File: src/logic/sopc_cfg.svh
`ifndef SOPC_CFG_SVH
`define SOPC_CFG_SVH

// bus widths
`define SOPC_DW    32
`define SOPC_AW    32
`define SOPC_SELW  4

// on-chip ram depth in words
`define RAM_WORDS  256

// values of adr[15:12] per slave
`define REGION_RAM 4'd0
`define REGION_SEG 4'd1
`define REGION_TMR 4'd2

`endif
File: src/logic/sopc_pkg.sv
package sopc_pkg;

	// decoded bus target
	typedef enum logic [1:0] {
		SLV_RAM  = 2'd0,
		SLV_SEG  = 2'd1,
		SLV_TMR  = 2'd2,
		SLV_NONE = 2'd3
	} slave_e;

	// timer register word offsets, adr[3:2]
	typedef enum logic [1:0] {
		TMR_CTRL = 2'd0,
		TMR_CMP  = 2'd1,
		TMR_CNT  = 2'd2,
		TMR_STAT = 2'd3
	} tmr_reg_e;

endpackage

File: src/logic/wb_if.sv
`include "sopc_cfg.svh"

interface wb_if;

	logic                   cyc;
	logic                   stb;
	logic                   we;
	logic [`SOPC_SELW-1:0]  sel;
	logic [`SOPC_AW-1:0]    adr;
	logic [`SOPC_DW-1:0]    dat_w;
	logic [`SOPC_DW-1:0]    dat_r;
	logic                   ack;

	// decoder side
	modport mst (
		output cyc, stb, we, sel, adr, dat_w,
		input  dat_r, ack
	);

	// slave side
	modport slv (
		input  cyc, stb, we, sel, adr, dat_w,
		output dat_r, ack
	);

endinterface

File: src/logic/bus_decoder.sv
`include "sopc_cfg.svh"

module bus_decoder (
	input  logic                   clk,
	input  logic                   arst_n_i,

	input  logic                   cyc_i,
	input  logic                   stb_i,
	input  logic                   we_i,
	input  logic [`SOPC_SELW-1:0]  sel_i,
	input  logic [`SOPC_AW-1:0]    adr_i,
	input  logic [`SOPC_DW-1:0]    dat_w_i,
	output logic [`SOPC_DW-1:0]    dat_r_o,
	output logic                   ack_o,

	wb_if.mst                      ram_bus,
	wb_if.mst                      seg_bus,
	wb_if.mst                      tmr_bus
);

	sopc_pkg::slave_e target;
	logic             none_ack_q;

	// region lives in adr[15:12]
	always_comb begin
		case (adr_i[15:12])
			`REGION_RAM: target = sopc_pkg::SLV_RAM;
			`REGION_SEG: target = sopc_pkg::SLV_SEG;
			`REGION_TMR: target = sopc_pkg::SLV_TMR;
			default:     target = sopc_pkg::SLV_NONE;
		endcase
	end

	// shared request lines, strobe to one slave only
	assign ram_bus.cyc   = cyc_i;
	assign ram_bus.stb   = stb_i && (target == sopc_pkg::SLV_RAM);
	assign ram_bus.we    = we_i;
	assign ram_bus.sel   = sel_i;
	assign ram_bus.adr   = adr_i;
	assign ram_bus.dat_w = dat_w_i;

	assign seg_bus.cyc   = cyc_i;
	assign seg_bus.stb   = stb_i && (target == sopc_pkg::SLV_SEG);
	assign seg_bus.we    = we_i;
	assign seg_bus.sel   = sel_i;
	assign seg_bus.adr   = adr_i;
	assign seg_bus.dat_w = dat_w_i;

	assign tmr_bus.cyc   = cyc_i;
	assign tmr_bus.stb   = stb_i && (target == sopc_pkg::SLV_TMR);
	assign tmr_bus.we    = we_i;
	assign tmr_bus.sel   = sel_i;
	assign tmr_bus.adr   = adr_i;
	assign tmr_bus.dat_w = dat_w_i;

	// unmapped accesses get a one-cycle ack, nothing stored
	always_ff @(posedge clk or negedge arst_n_i) begin
		if (!arst_n_i) begin
			none_ack_q <= 1'b0;
		end else begin
			none_ack_q <= cyc_i && stb_i && (target == sopc_pkg::SLV_NONE) && !none_ack_q;
		end
	end

	always_comb begin
		case (target)
			sopc_pkg::SLV_RAM: begin
				dat_r_o = ram_bus.dat_r;
				ack_o   = ram_bus.ack;
			end
			sopc_pkg::SLV_SEG: begin
				dat_r_o = seg_bus.dat_r;
				ack_o   = seg_bus.ack;
			end
			sopc_pkg::SLV_TMR: begin
				dat_r_o = tmr_bus.dat_r;
				ack_o   = tmr_bus.ack;
			end
			default: begin
				dat_r_o = '0;
				ack_o   = none_ack_q;
			end
		endcase
	end

	// no slave answers outside a live cycle
	a_ack_in_cycle: assert property (
		@(posedge clk) disable iff (!arst_n_i)
		ack_o |-> (cyc_i && stb_i)
	);

endmodule

File: src/flat_wrapper.sv
// flat-port wrapper written by rule: the top's interface ports become plain ports
module bus_decoder_flat 
  (clk, arst_n_i, cyc_i, stb_i, we_i, sel_i, adr_i, dat_w_i, dat_r_o, ack_o, ram_bus_cyc, ram_bus_stb, ram_bus_we, ram_bus_sel, ram_bus_adr, ram_bus_dat_w, ram_bus_dat_r, ram_bus_ack, seg_bus_cyc, seg_bus_stb, seg_bus_we, seg_bus_sel, seg_bus_adr, seg_bus_dat_w, seg_bus_dat_r, seg_bus_ack, tmr_bus_cyc, tmr_bus_stb, tmr_bus_we, tmr_bus_sel, tmr_bus_adr, tmr_bus_dat_w, tmr_bus_dat_r, tmr_bus_ack);
  wb_if ram_bus_i ();
  wb_if seg_bus_i ();
  wb_if tmr_bus_i ();
  input  logic clk;
  input  logic arst_n_i;
  input  logic cyc_i;
  input  logic stb_i;
  input  logic we_i;
  input  logic [`SOPC_SELW-1:0] sel_i;
  input  logic [`SOPC_AW-1:0] adr_i;
  input  logic [`SOPC_DW-1:0] dat_w_i;
  output logic [`SOPC_DW-1:0] dat_r_o;
  output logic ack_o;
  output wire logic [$bits(ram_bus_i.cyc)-1:0] ram_bus_cyc;
  output wire logic [$bits(ram_bus_i.stb)-1:0] ram_bus_stb;
  output wire logic [$bits(ram_bus_i.we)-1:0] ram_bus_we;
  output wire logic [$bits(ram_bus_i.sel)-1:0] ram_bus_sel;
  output wire logic [$bits(ram_bus_i.adr)-1:0] ram_bus_adr;
  output wire logic [$bits(ram_bus_i.dat_w)-1:0] ram_bus_dat_w;
  input wire logic [$bits(ram_bus_i.dat_r)-1:0] ram_bus_dat_r;
  input wire logic [$bits(ram_bus_i.ack)-1:0] ram_bus_ack;
  output wire logic [$bits(seg_bus_i.cyc)-1:0] seg_bus_cyc;
  output wire logic [$bits(seg_bus_i.stb)-1:0] seg_bus_stb;
  output wire logic [$bits(seg_bus_i.we)-1:0] seg_bus_we;
  output wire logic [$bits(seg_bus_i.sel)-1:0] seg_bus_sel;
  output wire logic [$bits(seg_bus_i.adr)-1:0] seg_bus_adr;
  output wire logic [$bits(seg_bus_i.dat_w)-1:0] seg_bus_dat_w;
  input wire logic [$bits(seg_bus_i.dat_r)-1:0] seg_bus_dat_r;
  input wire logic [$bits(seg_bus_i.ack)-1:0] seg_bus_ack;
  output wire logic [$bits(tmr_bus_i.cyc)-1:0] tmr_bus_cyc;
  output wire logic [$bits(tmr_bus_i.stb)-1:0] tmr_bus_stb;
  output wire logic [$bits(tmr_bus_i.we)-1:0] tmr_bus_we;
  output wire logic [$bits(tmr_bus_i.sel)-1:0] tmr_bus_sel;
  output wire logic [$bits(tmr_bus_i.adr)-1:0] tmr_bus_adr;
  output wire logic [$bits(tmr_bus_i.dat_w)-1:0] tmr_bus_dat_w;
  input wire logic [$bits(tmr_bus_i.dat_r)-1:0] tmr_bus_dat_r;
  input wire logic [$bits(tmr_bus_i.ack)-1:0] tmr_bus_ack;
  assign ram_bus_cyc = ram_bus_i.cyc;
  assign ram_bus_stb = ram_bus_i.stb;
  assign ram_bus_we = ram_bus_i.we;
  assign ram_bus_sel = ram_bus_i.sel;
  assign ram_bus_adr = ram_bus_i.adr;
  assign ram_bus_dat_w = ram_bus_i.dat_w;
  assign ram_bus_i.dat_r = ram_bus_dat_r;
  assign ram_bus_i.ack = ram_bus_ack;
  assign seg_bus_cyc = seg_bus_i.cyc;
  assign seg_bus_stb = seg_bus_i.stb;
  assign seg_bus_we = seg_bus_i.we;
  assign seg_bus_sel = seg_bus_i.sel;
  assign seg_bus_adr = seg_bus_i.adr;
  assign seg_bus_dat_w = seg_bus_i.dat_w;
  assign seg_bus_i.dat_r = seg_bus_dat_r;
  assign seg_bus_i.ack = seg_bus_ack;
  assign tmr_bus_cyc = tmr_bus_i.cyc;
  assign tmr_bus_stb = tmr_bus_i.stb;
  assign tmr_bus_we = tmr_bus_i.we;
  assign tmr_bus_sel = tmr_bus_i.sel;
  assign tmr_bus_adr = tmr_bus_i.adr;
  assign tmr_bus_dat_w = tmr_bus_i.dat_w;
  assign tmr_bus_i.dat_r = tmr_bus_dat_r;
  assign tmr_bus_i.ack = tmr_bus_ack;
  bus_decoder u_core (.clk(clk), .arst_n_i(arst_n_i), .cyc_i(cyc_i), .stb_i(stb_i), .we_i(we_i), .sel_i(sel_i), .adr_i(adr_i), .dat_w_i(dat_w_i), .dat_r_o(dat_r_o), .ack_o(ack_o), .ram_bus(ram_bus_i), .seg_bus(seg_bus_i), .tmr_bus(tmr_bus_i));
endmodule
File: config.mk
export PLATFORM = sky130hd
export DESIGN_NAME = bus_decoder_flat
export DESIGN_NICKNAME = d
export VERILOG_FILES = /design/src/logic/sopc_pkg.sv /design/src/logic/wb_if.sv /design/src/logic/bus_decoder.sv /design/src/flat_wrapper.sv
export VERILOG_INCLUDE_DIRS = /design/src /design/src/logic
export SDC_FILE = /design/constraint.sdc
export NUM_CORES = 1
export LEC_CHECK = 0
export BUFFER_PORTS_ARGS = -buffer_cell sky130_fd_sc_hd__buf_4
export CORE_AREA = 2 2 161 163
export CTS_CLUSTER_SIZE = 40
export DETAILED_ROUTE_END_ITERATION = 16
export DIE_AREA = 0 0 163 165
export HOLD_SLACK_MARGIN = 0.08
export SLEW_MARGIN = 15
export SYNTH_ARGS = -nofsm -noshare
export SYNTH_HDL_FRONTEND = slang
export SYNTH_SLANG_ARGS = --single-unit
File: constraint.sdc
create_clock -name clk -period 2.6 [get_ports clk]
set_input_delay 0.26 -clock clk [delete_from_list [all_inputs] [get_ports clk]]
set_output_delay 0.26 -clock clk [all_outputs]
set_load 0.1 [all_outputs]
---- Yosys cells after proc, flatten, opt, wreduce, memory -nomap -nowiden ----
Cells that the tools add are included.
Widths: inputs -> output; s select.
cells by class
  equal/unequal tests ..................... 5
  reduce and logical (&&, ||, !) cells .... 9
  muxes and demuxes ....................... 3
operators with widths
  cell                number
  $pmux 32 s3         1
  $logic_and 1x1->1   6
  $pmux 2 s3          1
  $eq 2x2->1 const B  2
  $eq 4x1->1 const B  1
  $eq 4x2->1 const B  1
  $logic_not 4->1     1
  $pmux 1 s3          1
  $eq 2x1->1 const B  1
  $logic_not 2->1     1
  $logic_not 1->1     1
word-level totals
  word-level logic and storage cells ...... 18
  flip-flop bits (word level) ............. 1
  output and inout bits ................... 246
  input bits .............................. 172

---- Logic depth before layout (Yosys ltp) ----
  depth after elaboration ................. 5
  gate-level depth with buffers ........... 4
  depth with buffers taken out ............ 3

---- Worst setup path before layout ----
OpenSTA, ideal clock, no wires.
  kind .................................... input to output
  start point ............................. input adr_i[12]
  end point ............................... output dat_r_o[10]
  stages on the path ...................... 3
  buffers on the path ..................... 1
  arrival ................................. 2.896 ns
  data required time ...................... 2.340 ns
  setup slack ............................. -0.556 ns
  cells stage by stage .................... or3_1 -> buf_6 -> o21ai_0
on the way
  word-level cells in the longest chain between the ends .. 4
  elaborated cells between the ends (all ways) .. 8
  those cells by class .................... eq/ne (4); mux (2); reduce/logical (2)
ends and longest elaborated chain
  element                             line                RTL
  start, declared                     flat_wrapper.sv:13  input logic [`SOPC_AW-1:0] adr_i;
  $eq 4x2->1 (tied with other cells)  bus_decoder.sv:26   case (adr_i[15:12])
  $pmux 2 s3 (*)                      bus_decoder.sv:26
  $eq 2x2->1 (tied with other cells)  bus_decoder.sv:66   case (target)
  $pmux 32 s3 (*)                     bus_decoder.sv:66
  end, declared                       flat_wrapper.sv:15  output logic [`SOPC_DW-1:0] dat_r_o;
Mark *: on every way between the ends. The rest lies on a longest branch, timed or not.

---- Worst setup path in the final report ----
  start point ............................. input adr_i[12]
  end point ............................... output dat_r_o[11]
The elaborated chain is that of the path after synthesis.

==> flow_metrics.tcl <==
set metrics [dict create \
    cts_setup_buffers 0 \
    antennaDiodeCount 0 \
    dieWidth_um 163 \
    cp_data_required_time_ns 2.34 \
    ant_nets 0 \
    syn-num-nets 504 \
    yosys.area.top_type_share_pct 66.3 \
    highest_count_cells_in_the_layout_ignoring_fill_and_taps "buf_4, nand2_1, mux2i_1" \
    synth_cell_types 20 \
    area_occupied_by_registers_um2 25.0 \
    synth_area_per_cell_um2 7.26 \
    rsz0062_at_grt "false" \
    timing_hold_violations_final 0 \
    route.vias.total 1645 \
    post_synth_mux_area_share_pct 13.8 \
    fmax_mhz 455 \
    wl_per_cell_um 14.0 \
    netlist.top_cell.by_area "buf_4" \
    cellLeakagePower_nw 1.11 \
    timing_max_transition_violations_final 0 \
    postSynthCellCount 332 \
    synth_seq_area_share_pct 1.04 \
    reg2reg_depth 1 \
    num_rows 58 \
    pwr_density_cell_nw_per_um2 240 \
    timing.max_slew.rel_slack_pct 48.8 \
    grt_max_degree 35 \
    drc 0 \
    fillCellCount 2945 \
    detailedRoute.firstIterationViolations 40 \
    largest_register_ff_count 1 \
    core_area_um2 25000 \
    yosys.area_share.xor_xnor_pct 0 \
    cts_repair_resize_count 0 \
    regMostFlops "u_core.none_ack_q" \
    vdd.ir_drop.worst_mv 0.0844 \
    cts.reportedPaths.clkPinSlew_ns 0 \
    timing.critical_path.arrival_ns 1.94 \
    final_clock_period_utilization_by_the_worst_path_pct 84.6 \
    start_util_pct 9.63 \
    worst_skew_pair.late_latency_ns 0 \
    detail_route.vias_per_cell 2.73 \
    syn-cell-area_um2 2410 \
    cp_max_fo 34 \
    final.setup_skew_ns 0 \
    crit_type "in -> out" \
    synth_top_family_by_area "buffers and inverters" \
    reg_top3 "u_core.none_ack_q x1" \
    final_wirelength_um 8450 \
    grt_overflow 0 \
    critPathLaunchType "input port" \
    whs_path_depth 1 \
    hold_path.class "reg -> reg" \
    yosys.area_share.simple_pct 8.15 \
    detailedPlace.worstSlack_ns 0.325 \
    finalSetupViolCount 0 \
    synth-seq-cells 1 \
    multiInputGateArea_um2 717 \
    grt.total_usage_pct 5.32 \
    first_pass_grt_wire_length_um 10300 \
    detailedPlacementHpwl_um 7280 \
    final_common_cell "buf_4" \
    drt_pre_antenna_iters 4 \
    max_capacitance_violation_count 0 \
    ios 418 \
    vias_in_the_first_global_route 1599 \
    layout-drive-gt1-share_pct 60.4 \
    die_area_um2 26900 \
    totalNegativeSetupSlack_ns 0 \
    synth-compound-area-share_pct 7.78 \
    synth.area.top_cells "buf_4, mux2i_1, o21ai_1" \
    finalCriticalPeriod_ns 2.20 \
    worst_setup_margin_ns 0.400 \
    synthAdderAreaFrac_pct 0 \
    synth.yosys.warnings 0 \
    synthToLayoutAreaGrowth_pct -1.56 \
    die_h_um 165 \
    placement.io_buffers 157 \
    status "complete, no violations" \
    layout.nets 447 \
    cp-end-kind "primary output" \
    grt_antenna_before_repair 1 \
    tightestPinTransition_ns 0.768 \
    finalWeightedCongestion 0.621 \
]
repair_timing:
item | in CTS | in global routing
endpoints found under the setup margin | 0 | 0
endpoints found under the hold margin | 1 | 0
hold buffers | 1 | 0
cell usage after synthesis:
master,number
buf_4,213
nand2_1,34
a211oi_1,1
and2_1,1
nand2b_1,1
nor4b_4,1
or3_1,1
dfrtp_1,1
o22ai_1,1
nor3b_2,1
o21ai_1,30
buf_6,5
buf_2,3
mux2_2,1
and4b_1,1
a21oi_1,1
o21ai_0,2
mux2i_1,32
nor2_1,1
o41ai_1,1
power breakdown:
part,leakage [nW],switching (mW),internal [mW]
Combinational,1.10,0.368,0.185
Clock,0,0,0
Sequential,0.0133,0.000626,0.0167
Total,1.11,0.369,0.202
layer usage:
| layer | global-route usage, % | routed length, µm | up-vias |
|---|---|---|---|
| met5 | 0 | 0 | - |
| met4 | 3.66 | 596 | 0 |
| met3 | 2.18 | 1240 | 67 |
| met2 | 9.92 | 3990 | 200 |
| met1 | 4.64 | 2620 | 640 |
| li1 | - | - | 738 |
through the flow:
step	std cells	hold WS (ns)	instance area (µm²)	util [%]	total power, mW
floorplan	332	-0.0356	2410	-	1.80
global placement	602	0.0412	2360	9.44	0.575
detailed placement	602	0.0412	2360	9.44	0.577
CTS	603	0.445	2370	9.48	0.579
global route	603	0.473	2370	9.48	0.596
finish	603	0.451	2370	9.48	0.570
cells by family (layout without fill, tap and decap cells):
group,count (synthesis),count (layout)
mux,33,33
simple gates,41,41
compound gates,36,36
flops,1,1
buf+inv,221,162
final cells by class:
cell class                      count  area share, %
Multi-Input combinational cell    110           30.2
Sequential cell                     1           1.05
Tap cell                          330           17.4
Timing Repair Buffer              162           51.3
path summary, 6_finish.rpt:
check / slack, ns / endpoint / startpoint
min in group asynchronous: 0.58 / u_core.none_ack_q / arst_n_i
max in group asynchronous: 1.93 / u_core.none_ack_q / arst_n_i
min reg2reg: 0.45 / u_core.none_ack_q / u_core.none_ack_q
max reg2reg: 1.95 / u_core.none_ack_q / u_core.none_ack_q
min: 0.45 / u_core.none_ack_q / u_core.none_ack_q
max: 0.40 / dat_r_o[11] / adr_i[12]
critical path: stages:
cell and delay, ns:
buf_4 0.14, or3_2 0.83, o21ai_1 0.35, buf_4 0.34
(Power assumes the default switching activity.)
