$ cat src/logic/sopc_cfg.svh
`ifndef SOPC_CFG_SVH
`define SOPC_CFG_SVH

// bus widths
`define SOPC_DW    32
`define SOPC_AW    32
`define SOPC_SELW  4

// on-chip ram depth in words
`define RAM_WORDS  256

// values of adr[15:12] per slave
`define REGION_RAM 4'd0
`define REGION_SEG 4'd1
`define REGION_TMR 4'd2

`endif
$ cat src/logic/wb_if.sv
`include "sopc_cfg.svh"

interface wb_if;

	logic                   cyc;
	logic                   stb;
	logic                   we;
	logic [`SOPC_SELW-1:0]  sel;
	logic [`SOPC_AW-1:0]    adr;
	logic [`SOPC_DW-1:0]    dat_w;
	logic [`SOPC_DW-1:0]    dat_r;
	logic                   ack;

	// decoder side
	modport mst (
		output cyc, stb, we, sel, adr, dat_w,
		input  dat_r, ack
	);

	// slave side
	modport slv (
		input  cyc, stb, we, sel, adr, dat_w,
		output dat_r, ack
	);

endinterface

$ cat src/logic/segdisp_slave.sv
`include "sopc_cfg.svh"

module segdisp_slave (
	input  logic       clk,
	input  logic       arst_n_i,
	wb_if.slv          bus,
	output logic [6:0] seg0_o,
	output logic [6:0] seg1_o
);

	logic                acc;
	logic                at_reg;
	logic                ack_q;
	logic                shown_q;
	logic [7:0]          disp_q;
	logic [`SOPC_DW-1:0] rdata_q;

	// hex digit to segments, bit 6 is a, bit 0 is g
	function automatic logic [6:0] hex_to_seg(input logic [3:0] nib);
		case (nib)
			4'h0: hex_to_seg = 7'h7e;
			4'h1: hex_to_seg = 7'h30;
			4'h2: hex_to_seg = 7'h6d;
			4'h3: hex_to_seg = 7'h79;
			4'h4: hex_to_seg = 7'h33;
			4'h5: hex_to_seg = 7'h5b;
			4'h6: hex_to_seg = 7'h5f;
			4'h7: hex_to_seg = 7'h70;
			4'h8: hex_to_seg = 7'h7f;
			4'h9: hex_to_seg = 7'h7b;
			4'ha: hex_to_seg = 7'h77;
			4'hb: hex_to_seg = 7'h1f;
			4'hc: hex_to_seg = 7'h4e;
			4'hd: hex_to_seg = 7'h3d;
			4'he: hex_to_seg = 7'h4f;
			default: hex_to_seg = 7'h47;
		endcase
	endfunction

	assign acc    = bus.cyc && bus.stb && !ack_q;
	assign at_reg = (bus.adr[3:2] == 2'd0);

	always_ff @(posedge clk or negedge arst_n_i) begin
		if (!arst_n_i) begin
			ack_q   <= 1'b0;
			shown_q <= 1'b0;
		end else begin
			ack_q <= acc;
			if (acc && bus.we && bus.sel[0] && at_reg) begin
				shown_q <= 1'b1;
			end
		end
	end

	always_ff @(posedge clk) begin
		if (acc && bus.we && bus.sel[0] && at_reg) begin
			disp_q <= bus.dat_w[7:0];
		end
		if (acc) begin
			rdata_q <= at_reg ? {{(`SOPC_DW-8){1'b0}}, disp_q} : '0;
		end
	end

	// blank until the first write
	assign seg0_o = shown_q ? hex_to_seg(disp_q[3:0]) : 7'h00;
	assign seg1_o = shown_q ? hex_to_seg(disp_q[7:4]) : 7'h00;

	assign bus.ack   = ack_q;
	assign bus.dat_r = rdata_q;

	a_seg_ack_single: assert property (
		@(posedge clk) disable iff (!arst_n_i)
		ack_q |=> !ack_q
	);

endmodule

$ cat src/flat_wrapper.sv
// flat-port wrapper written by rule: the top's interface ports become plain ports
module segdisp_slave_flat 
  (clk, arst_n_i, seg0_o, seg1_o, bus_cyc, bus_stb, bus_we, bus_sel, bus_adr, bus_dat_w, bus_dat_r, bus_ack);
  wb_if bus_i ();
  input  logic clk;
  input  logic arst_n_i;
  output logic [6:0] seg0_o;
  output logic [6:0] seg1_o;
  input wire logic [$bits(bus_i.cyc)-1:0] bus_cyc;
  input wire logic [$bits(bus_i.stb)-1:0] bus_stb;
  input wire logic [$bits(bus_i.we)-1:0] bus_we;
  input wire logic [$bits(bus_i.sel)-1:0] bus_sel;
  input wire logic [$bits(bus_i.adr)-1:0] bus_adr;
  input wire logic [$bits(bus_i.dat_w)-1:0] bus_dat_w;
  output wire logic [$bits(bus_i.dat_r)-1:0] bus_dat_r;
  output wire logic [$bits(bus_i.ack)-1:0] bus_ack;
  assign bus_i.cyc = bus_cyc;
  assign bus_i.stb = bus_stb;
  assign bus_i.we = bus_we;
  assign bus_i.sel = bus_sel;
  assign bus_i.adr = bus_adr;
  assign bus_i.dat_w = bus_dat_w;
  assign bus_dat_r = bus_i.dat_r;
  assign bus_ack = bus_i.ack;
  segdisp_slave u_core (.clk(clk), .arst_n_i(arst_n_i), .bus(bus_i), .seg0_o(seg0_o), .seg1_o(seg1_o));
endmodule
$ cat config.mk
export PLATFORM = sky130hd
export DESIGN_NAME = segdisp_slave_flat
export DESIGN_NICKNAME = d
export VERILOG_FILES = /design/src/logic/wb_if.sv /design/src/logic/segdisp_slave.sv /design/src/flat_wrapper.sv
export VERILOG_INCLUDE_DIRS = /design/src /design/src/logic
export SDC_FILE = /design/constraint.sdc
export NUM_CORES = 1
export LEC_CHECK = 0
export BUFFER_PORTS_ARGS = -buffer_cell sky130_fd_sc_hd__buf_2
export CAP_MARGIN = 20
export CORE_MARGIN = 5
export CORE_UTILIZATION = 30
export DETAILED_ROUTE_END_ITERATION = 8
export GPL_ROUTABILITY_DRIVEN = 0
export SYNTH_ARGS = -nofsm -noshare
export SYNTH_HDL_FRONTEND = slang
export SYNTH_SLANG_ARGS = --single-unit
$ cat constraint.sdc
create_clock -name clk -period 3.5 [get_ports clk]
set_clock_uncertainty 0.1 [all_clocks]
set_input_delay 0.175 -clock clk [delete_from_list [all_inputs] [get_ports clk]]
set_output_delay 0.175 -clock clk [all_outputs]
set_load 0.01 [all_outputs]
After elaboration in Yosys (flattened, before gate mapping)
Memory sizes are Yosys's and may differ from the RTL's. A register that Yosys moved wholly into a read port is not among the register bits.
Cells that the tools add are included.
{"block": "op_classes", "n_addsub": 0, "mul": 0, "n_div": 0, "order_cmp": 0, "eq_ne": 0, "shift": 0, "mux": 4, "n_bitwise": 0, "n_reduce_logical": 7}
{"operator": "2-to-1 mux 7 bit", "n": 2}
{"operator": "2-to-1 mux 4 bit", "n": 2}
{"operator": "logical AND 1 bit", "n": 5}
{"operator": "zero test 2 bit", "n": 1}
{"operator": "zero test 1 bit", "n": 1}
{"block": "totals", "reg_bits": 42, "latch_bits": 0, "ram_bits": 0, "romBits": 224, "output_inout_bits": 47, "elab_cells": 18, "n_memories": 2}
{"name": "(name not given)", "words": 16, "width": 7, "rd": 1, "rd_clocked_by_memory_dff": 1, "wr": 0, "line": "segdisp_slave.sv:20", "source": "case (nib)"}
{"name": "(name not given)", "words": 16, "width": 7, "rd": 1, "rd_clocked_by_memory_dff": 1, "wr": 0, "line": "segdisp_slave.sv:20"}

Depth between registers and ports, before layout
Gate-level depths: netlist (run 1).
{"block": "logic_depth", "word_depth": 6, "ltp_mapped": 11, "mapped_depth_nobuf": 11}

Least setup slack after synthesis (run 1)
Ideal clock, no wire load.
{"block": "synth_path", "path_kind": "register -> register", "startpoint": "register u_core.ack_q (netlist: u_core.bus.ack)", "endpoint": "register (tool-made name)", "arrival_ps": 2520, "required_time_ps": 3317, "path_slack_ps": 797, "path_stages_with_launch": 11, "cell_sequence": "dfrtp_1 -> nand3b_1 -> inv_1 -> nand2_2 -> inv_2 -> mux2i_1 -> inv_1 -> ha_1 -> a2111oi_0 -> a2111oi_0 -> o221ai_1"}
{"item": "from (decl)", "line": "segdisp_slave.sv:13", "source": "logic ack_q;"}
{"item": "from (signal assigned)", "line": "segdisp_slave.sv:45", "source": "ack_q <= 1'b0;"}
{"item": "from (signal assigned)", "line": "segdisp_slave.sv:48", "source": "ack_q <= acc;"}

==> impl_metrics.yaml, run 1 <==
cts:
  cts_tree: "yes"
  cts_resized: 0
  clock_latency_ns: 0.28
  post_cts_buffers: 0
  htree_levels: 2
  cts_buffers: 5
  clock-sinks: 32
  cts.path.max_buffers: 2
  cts_root_buf: "clkbuf_8"
  clk_pin_slew_ns: 0.06
worst_setup_path:
  critPathSlowestCell: "mux2i_1"
  crit_chain: "nand3b_1, inv_1, nand2_2, inv_2, mux2i_1, inv_1, ha_1, nor2b_1, nor4_1, nor4_1, o221ai_1"
  max_stage_delay_ns: 0.49
  end_kind: "register"
  rrSetupSlack_ns: 0.71
  r2r_cells: 11
  timing.rr.start: "u_core.bus.ack"
  critical_path_buf_inv_count: 3
  critical_path.startpoint_type: "register"
  crit_type: "reg -> reg"
  cp_top_family: "simple AND/OR/NAND/NOR gates"
  critical_path_required_ns: 3.60
  cp_max_fo: 11
  cp.arrival_ns: 2.89
layout:
  utilization: 0.348
  final_cells: 371
  antenna-diode-count: 0
  finalNetCount: 358
  drive_above_1_share: 0.202
  fin_area_sq_um: 2500
  syn_to_final_growth_pct: 14.6
  final_common_cell: "buf_2"
  final_cell_mix: "38 x buf_2, 24 x conb_1, 18 x and2_1"
detailed_routing:
  route.met3.wl_um: 406
  top_layer: "met4"
  drt_iter0_markers: 141
  ant_nets: 0
  wl_met2_um: 2520
  wire_per_inst_um: 13.8
  vias: 1847
  routed_wl_um: 5100
  viasPerCell: 4.98
  met1_length_um: 2050
  first_pass_iters: 4
  drc: 0
timing:
  rsz0062_at_grt: "false"
  setup-violations-final: 0
  tns_ns: 0
  fin_crit_sh: 0.796
  max_freq_mhz: 359
  final_max_slew_viol_count: 0
  slew_headroom: 0.640
  tightest_slew_ns: 0.526
  hold_viol: 0
  layout_min_cycle_time_ns: 2.79
floorplan:
  die_w_um: 95.2
  dieArea_sq_um: 9060
  fp.coreArea_sq_um: 7180
  ios: 120
  fp-row-count: 31
  die_y_um: 95.2
  initial_core_util: 0.304
power_and_ir_drop:
  power_density_nw_per_um2: 336
  power_leakage_nw: 1.08
  ir_drop_v: 0.000118
yosys:
  synth_top_cell_area_share: 0.221
  synth_cell_types: 46
  synthTopCellsByArea: "edfxtp_1 22%, dfxtp_1 13%, buf_4 8.6%, ha_1 8.0%, and2_1 5.2%"
  synth_seq_area_share: 0.372
  synth_area_leader_cell: "edfxtp_1"
  syn_area_per_cell_sq_um: 9.55
  syn_area_sq_um: 2180
  yosysWarningCount: 0
  ys_ff_latch: 32
  netlist_instances: 228
global_route:
  track_usage: 0.118
  grt.overflow.total: 0
  first_global_vias: 1789
  grt_max_degree: 21
  grt_pass1_wl_um: 8350
  grt_antenna_before_repair: 0
min_path:
  hold_class: "in -> reg"
  hp-start: "bus_dat_w[4]"
  hold_end: "u_core.disp_q[4]"
  holdPathStages: 1
flow_run:
  cap_viol_max_count: 0
placement:
  dp.cells: 361
  hpwlAfterDp_um: 3930
  portBuffers: 38
  place_area_sq_um: 2390
status:
  status: "finished, final reports clean"
[routing by layer]
layer | GRT usage | vias to the layer above
li1 | - | 876
met1 | 0.136 | 862
met2 | 0.204 | 95
met3 | 0.0331 | 14
met4 | 0.0493 | 0
met5 | 0 | -
[how the worst max path moves through the flow]
stage	slack, ns	from	end	depth (start not counted)
floorplan	0.80	u_core.bus.ack	register	10
global placement	0.51	bus_adr[2]	register	10
detailed placement	0.54	bus_adr[2]	register	10
CTS	0.68	u_core.bus.ack	register	11
global route	0.45	u_core.bus.ack	register	11
finish	0.71	u_core.bus.ack	register	11
[synthesized netlist by cell type (all sizes together)]
| master | instances |
|---|---|
| a211oi | 4 |
| nor3 | 6 |
| a22o | 2 |
| a311oi | 2 |
| nor4 | 3 |
| and3 | 2 |
| dfxtp | 14 |
| buf | 28 |
| o2111ai | 2 |
| nand3 | 6 |
| nand2 | 11 |
| a2111oi | 4 |
| o2111a | 2 |
| clkbuf | 4 |
| a31o | 2 |
| nand4bb | 1 |
| and4bb | 1 |
| nor2 | 11 |
| a21o | 2 |
| nand2b | 1 |
| mux2i | 9 |
| o311a | 2 |
| a22oi | 5 |
| a31oi | 2 |
| o211ai | 1 |
| conb | 1 |
| inv | 15 |
| o221ai | 3 |
| nand3b | 1 |
| and2 | 18 |
| a32oi | 1 |
| a221oi | 5 |
| a21boi | 2 |
| o31a | 1 |
| o21ai | 8 |
| dfrtp | 2 |
| ha | 14 |
| a21oi | 10 |
| edfxtp | 16 |
| nor2b | 4 |
[stage by stage]
step           power [mW]  worst slack (ns)  hold WS, ns
6_report            0.838             0.712       0.0318
2_1_floorplan       0.520             0.797       -0.221
3_3_place_gp        0.560             0.514       -0.140
4_1_cts             0.850             0.684       0.0204
5_1_grt             0.881             0.451       0.0303
3_5_place_dp        0.560             0.540       -0.139
[area by class of cell]
| class | instances | area, sq um |
|---|---|---|
| Fill cell | 762 | 4680 |
| Multi-Input combinational cell | 172 | 1170 |
| Sequential cell | 32 | 811 |
| Timing Repair Buffer | 45 | 248 |
| Tap cell | 99 | 124 |
| Clock buffer | 8 | 90.1 |
| Inverter | 15 | 56.3 |
[power by group]
part / switching [mW] / leakage, nW / internal (mW)
clock: 0.126 / 0.0455 / 0.160
combinational: 0.0807 / 0.751 / 0.0560
sequential: 0.0103 / 0.288 / 0.405
total: 0.217 / 1.08 / 0.621
[cell families (layout without fill, tap and decap cells)]
| kind of cell | count (synthesis) | count (layout) | synth area share |
|---|---|---|---|
| muxes | 9 | 9 | 0.0414 |
| AOI/OAI and AO/OA | 60 | 60 | 0.204 |
| other | 1 | 24 | 0.00172 |
| buffers and inverters | 47 | 68 | 0.132 |
| adders and majority gates | 14 | 14 | 0.0804 |
| DFF | 32 | 32 | 0.372 |
| and+or+nand+nor | 65 | 65 | 0.169 |
[worst register-to-register path, cell delays in order (launching register included)]
cell and delay [ns]:
dfrtp_1 0.37, nand3b_1 0.20, inv_1 0.11, nand2_2 0.06
inv_2 0.20, mux2i_1 0.49, inv_1 0.16, ha_1 0.30
nor2b_1 0.18, nor4_1 0.26, nor4_1 0.11, o221ai_1 0.18
[what timing repair did]
item	4_1_cts	5_1_grt
hold endpoints to repair	3	0
hold buffers	2	0
endpoints found under the setup margin	0	0
Note: power is estimated with default switching activity, not from simulation.
==> run 2: changes to the inputs <==
--- a/config.mk
+++ b/config.mk
@@ -6,6 +6,7 @@
 export SDC_FILE = /design/constraint.sdc
 export NUM_CORES = 1
 export LEC_CHECK = 0
+export ABC_AREA = 1
 export BUFFER_PORTS_ARGS = -buffer_cell sky130_fd_sc_hd__buf_2
 export CAP_MARGIN = 20
 export CORE_MARGIN = 5
==> constraint.sdc (replaced) <==
create_clock -name clk -period 2.7 [get_ports clk]
set_clock_uncertainty 0.1 [all_clocks]
set_input_delay 0.135 -clock clk [delete_from_list [all_inputs] [get_ports clk]]
set_output_delay 0.135 -clock clk [all_outputs]
set_load 0.01 [all_outputs]
==> run 2 against run 1 <==
Against the previous run: sequential power up 31%; cell count down 1.1%; clock-buffer cell count unchanged; critical path depth down 1; area after synthesis down 11%; clock power up 32%; fmax up 36%; worst hold slack worse by 0.022 ns; design area down 7.5%; power up 28%.
==> impl_metrics.yaml, run 2 <==
timing:
  max_freq_mhz: 489
  layout_min_cycle_time_ns: 2.04
  hold_viol: 0
  setup-violations-final: 0
  worst_slack_ns: 0.656
  fin_crit_sh: 0.757
  final_max_slew_viol_count: 0
  rsz0062_at_grt: "false"
  tns_ns: 0
layout:
  final_cells: 367
  syn_to_final_growth_pct: 18.6
  n_fill_cell: 705
  utilization: 0.366
  finalNetCount: 376
  multi_input_area_sq_um: 910
  antenna-diode-count: 0
  fin_area_sq_um: 2310
  regArea_sq_um: 811
  final_common_cell: "nand2_1"
  final_cell_mix: "80 x nand2_1, 38 x buf_2, 29 x inv_1"
  drive_above_1_share: 0.203
detailed_routing:
  route.met3.wl_um: 227
  viasPerCell: 4.21
  routed_wl_um: 3830
  wire_per_inst_um: 10.4
  top_layer: "met4"
  ant_nets: 0
  wl_met2_um: 2050
  first_pass_iters: 4
  drc: 0
  met1_length_um: 1500
  vias: 1544
  drt_iter0_markers: 59
cts:
  cts_root_buf: "clkbuf_8"
  cts_tree: "yes"
  clk_pin_slew_ns: 0.06
  clock-sinks: 32
  cts_buffers: 5
  clock_latency_ns: 0.28
  cts_resized: 0
  htree_levels: 2
  cts.path.max_buffers: 2
power_and_ir_drop:
  power_leakage_nw: 1.32
  ir_drop_v: 0.000218
  power_density_nw_per_um2: 465
worst_setup_path:
  r2r_cells: 10
  path_common_cell: "nand2_1"
  critPathSlowestCell: "dfrtp_1"
  crit_type: "reg -> reg"
  end_kind: "register"
  cp_num_cells: 10
  cp.arrival_ns: 2.13
  rrSetupSlack_ns: 0.66
  critical_path.startpoint_type: "register"
  timing.rr.start: "u_core.bus.ack"
  crit_chain: "nor2_8, nand2_4, nand2_1, nand2_1, inv_1, ha_1, inv_1, nand3_1, nand3_1, nand2_1"
  cp_top_family: "simple AND/OR/NAND/NOR gates"
  critical_path_required_ns: 2.78
  max_stage_delay_ns: 0.44
  cp_max_fo: 15
  critical_path_buf_inv_count: 2
yosys:
  netlist_instances: 237
  synth-edff-count: 16
  synth_top_cell_area_share: 0.247
  synth_area_leader_cell: "edfxtp_1"
  syn_area_sq_um: 1950
  synth_seq_area_share: 0.417
  synth-main-ff-cell: "edfxtp_1"
  synth_cell_types: 23
  synthArstFlopShare: 0.0625
  ys_ff_latch: 32
  syn_area_per_cell_sq_um: 8.21
  synth_common_cells: "80 x nand2_1, 29 x inv_1, 24 x buf_4"
  yosysWarningCount: 0
  synthTopCellsByArea: "edfxtp_1 25%, nand2_1 15%, dfxtp_1 14%, buf_4 9.3%, ha_1 9.0%"
  synth.most_common_cell: "nand2_1"
floorplan:
  fp-row-count: 29
  die_y_um: 90.5
  initial_core_util: 0.308
  dieArea_sq_um: 8200
  die_w_um: 90.5
  fp.coreArea_sq_um: 6310
  ios: 120
global_route:
  grt_max_degree: 16
  track_usage: 0.0956
  grt.overflow.total: 0
  first_global_vias: 1468
  grt_antenna_before_repair: 0
  grt_pass1_wl_um: 6500
min_path:
  hold_end: "u_core.disp_q[3]"
  hp-start: "bus_dat_w[3]"
  hold_class: "in -> reg"
  holdPathStages: 1
placement:
  dp.cells: 351
  place_area_sq_um: 2140
  portBuffers: 38
  dpl_worst_slack_ns: 0.638
  hpwlAfterDp_um: 2950
flow_run:
  cap_viol_max_count: 0
status:
  status: "finished, final reports clean"
## run 2: cell types whose count changed after synthesis, sizes merged, moves of 4 or more
cell	before	now
a2111oi	4	0
and2	18	0
a221oi	5	0
mux2i	9	0
nor3	6	0
nor2b	4	0
a21oi	10	2
nand2	11	84
inv	15	31
a22oi	5	0
a211oi	4	0
nand3	6	24
## run 2: cell families after synthesis
kind of cell               synth area share
adders and majority gates            0.0900
DFF                                   0.417
AOI/OAI and AO/OA                    0.0373
and+or+nand+nor                       0.294
other                               0.00193
buffers and inverters                 0.160
## run 2: worst max path at each step
| stage | startpoint | end |
|---|---|---|
| after floorplan | u_core.bus.ack | register |
| after global placement | u_core.bus.ack | register |
| after detailed placement | u_core.bus.ack | register |
| after CTS | u_core.bus.ack | register |
| after global routing | u_core.bus.ack | register |
| final | u_core.bus.ack | register |
## run 2: metal layers
layer,global-route usage,up-vias
li1,-,792
met1,0.0969,715
met2,0.178,31
met3,0.0342,6
met4,0.0335,0
met5,0,-
## run 2: layout make-up
class | count | area share
well taps | 77 | 0.0417
flip-flops and latches | 32 | 0.351
multi-input cells | 171 | 0.394
clock buffers | 8 | 0.0390
repair buffers | 48 | 0.124
inverters | 31 | 0.0504
## run 2: power breakdown
part	internal (mW)	switching [mW]	total, mW	leakage [nW]
registers	0.523	0.0183	0.542	0.293
logic	0.0605	0.0931	0.154	0.978
clock network	0.208	0.170	0.377	0.0455
total	0.791	0.281	1.07	1.32
## run 2: repair_timing
item | in CTS | in global routing
hold buffers | 8 | 0
endpoints found under the hold margin | 9 | 0
setup buffers | 0 | 0
## run 2: through the flow
stage	hold WS (ns)	total power [mW]
5_1_grt	0.0104	1.13
2_1_floorplan	-0.261	0.663
4_1_cts	0.00226	1.09
3_5_place_dp	-0.171	0.700
3_3_place_gp	-0.170	0.699
6_report	0.0102	1.07
## run 2: worst register-to-register path, stage by stage, from the launching register on
cell and delay, ns:
dfrtp_1 0.44, nor2_8 0.25, nand2_4 0.19, nand2_1 0.09, nand2_1 0.18, inv_1 0.16, ha_1 0.24, inv_1 0.08
nand3_1 0.08, nand3_1 0.09, nand2_1 0.05
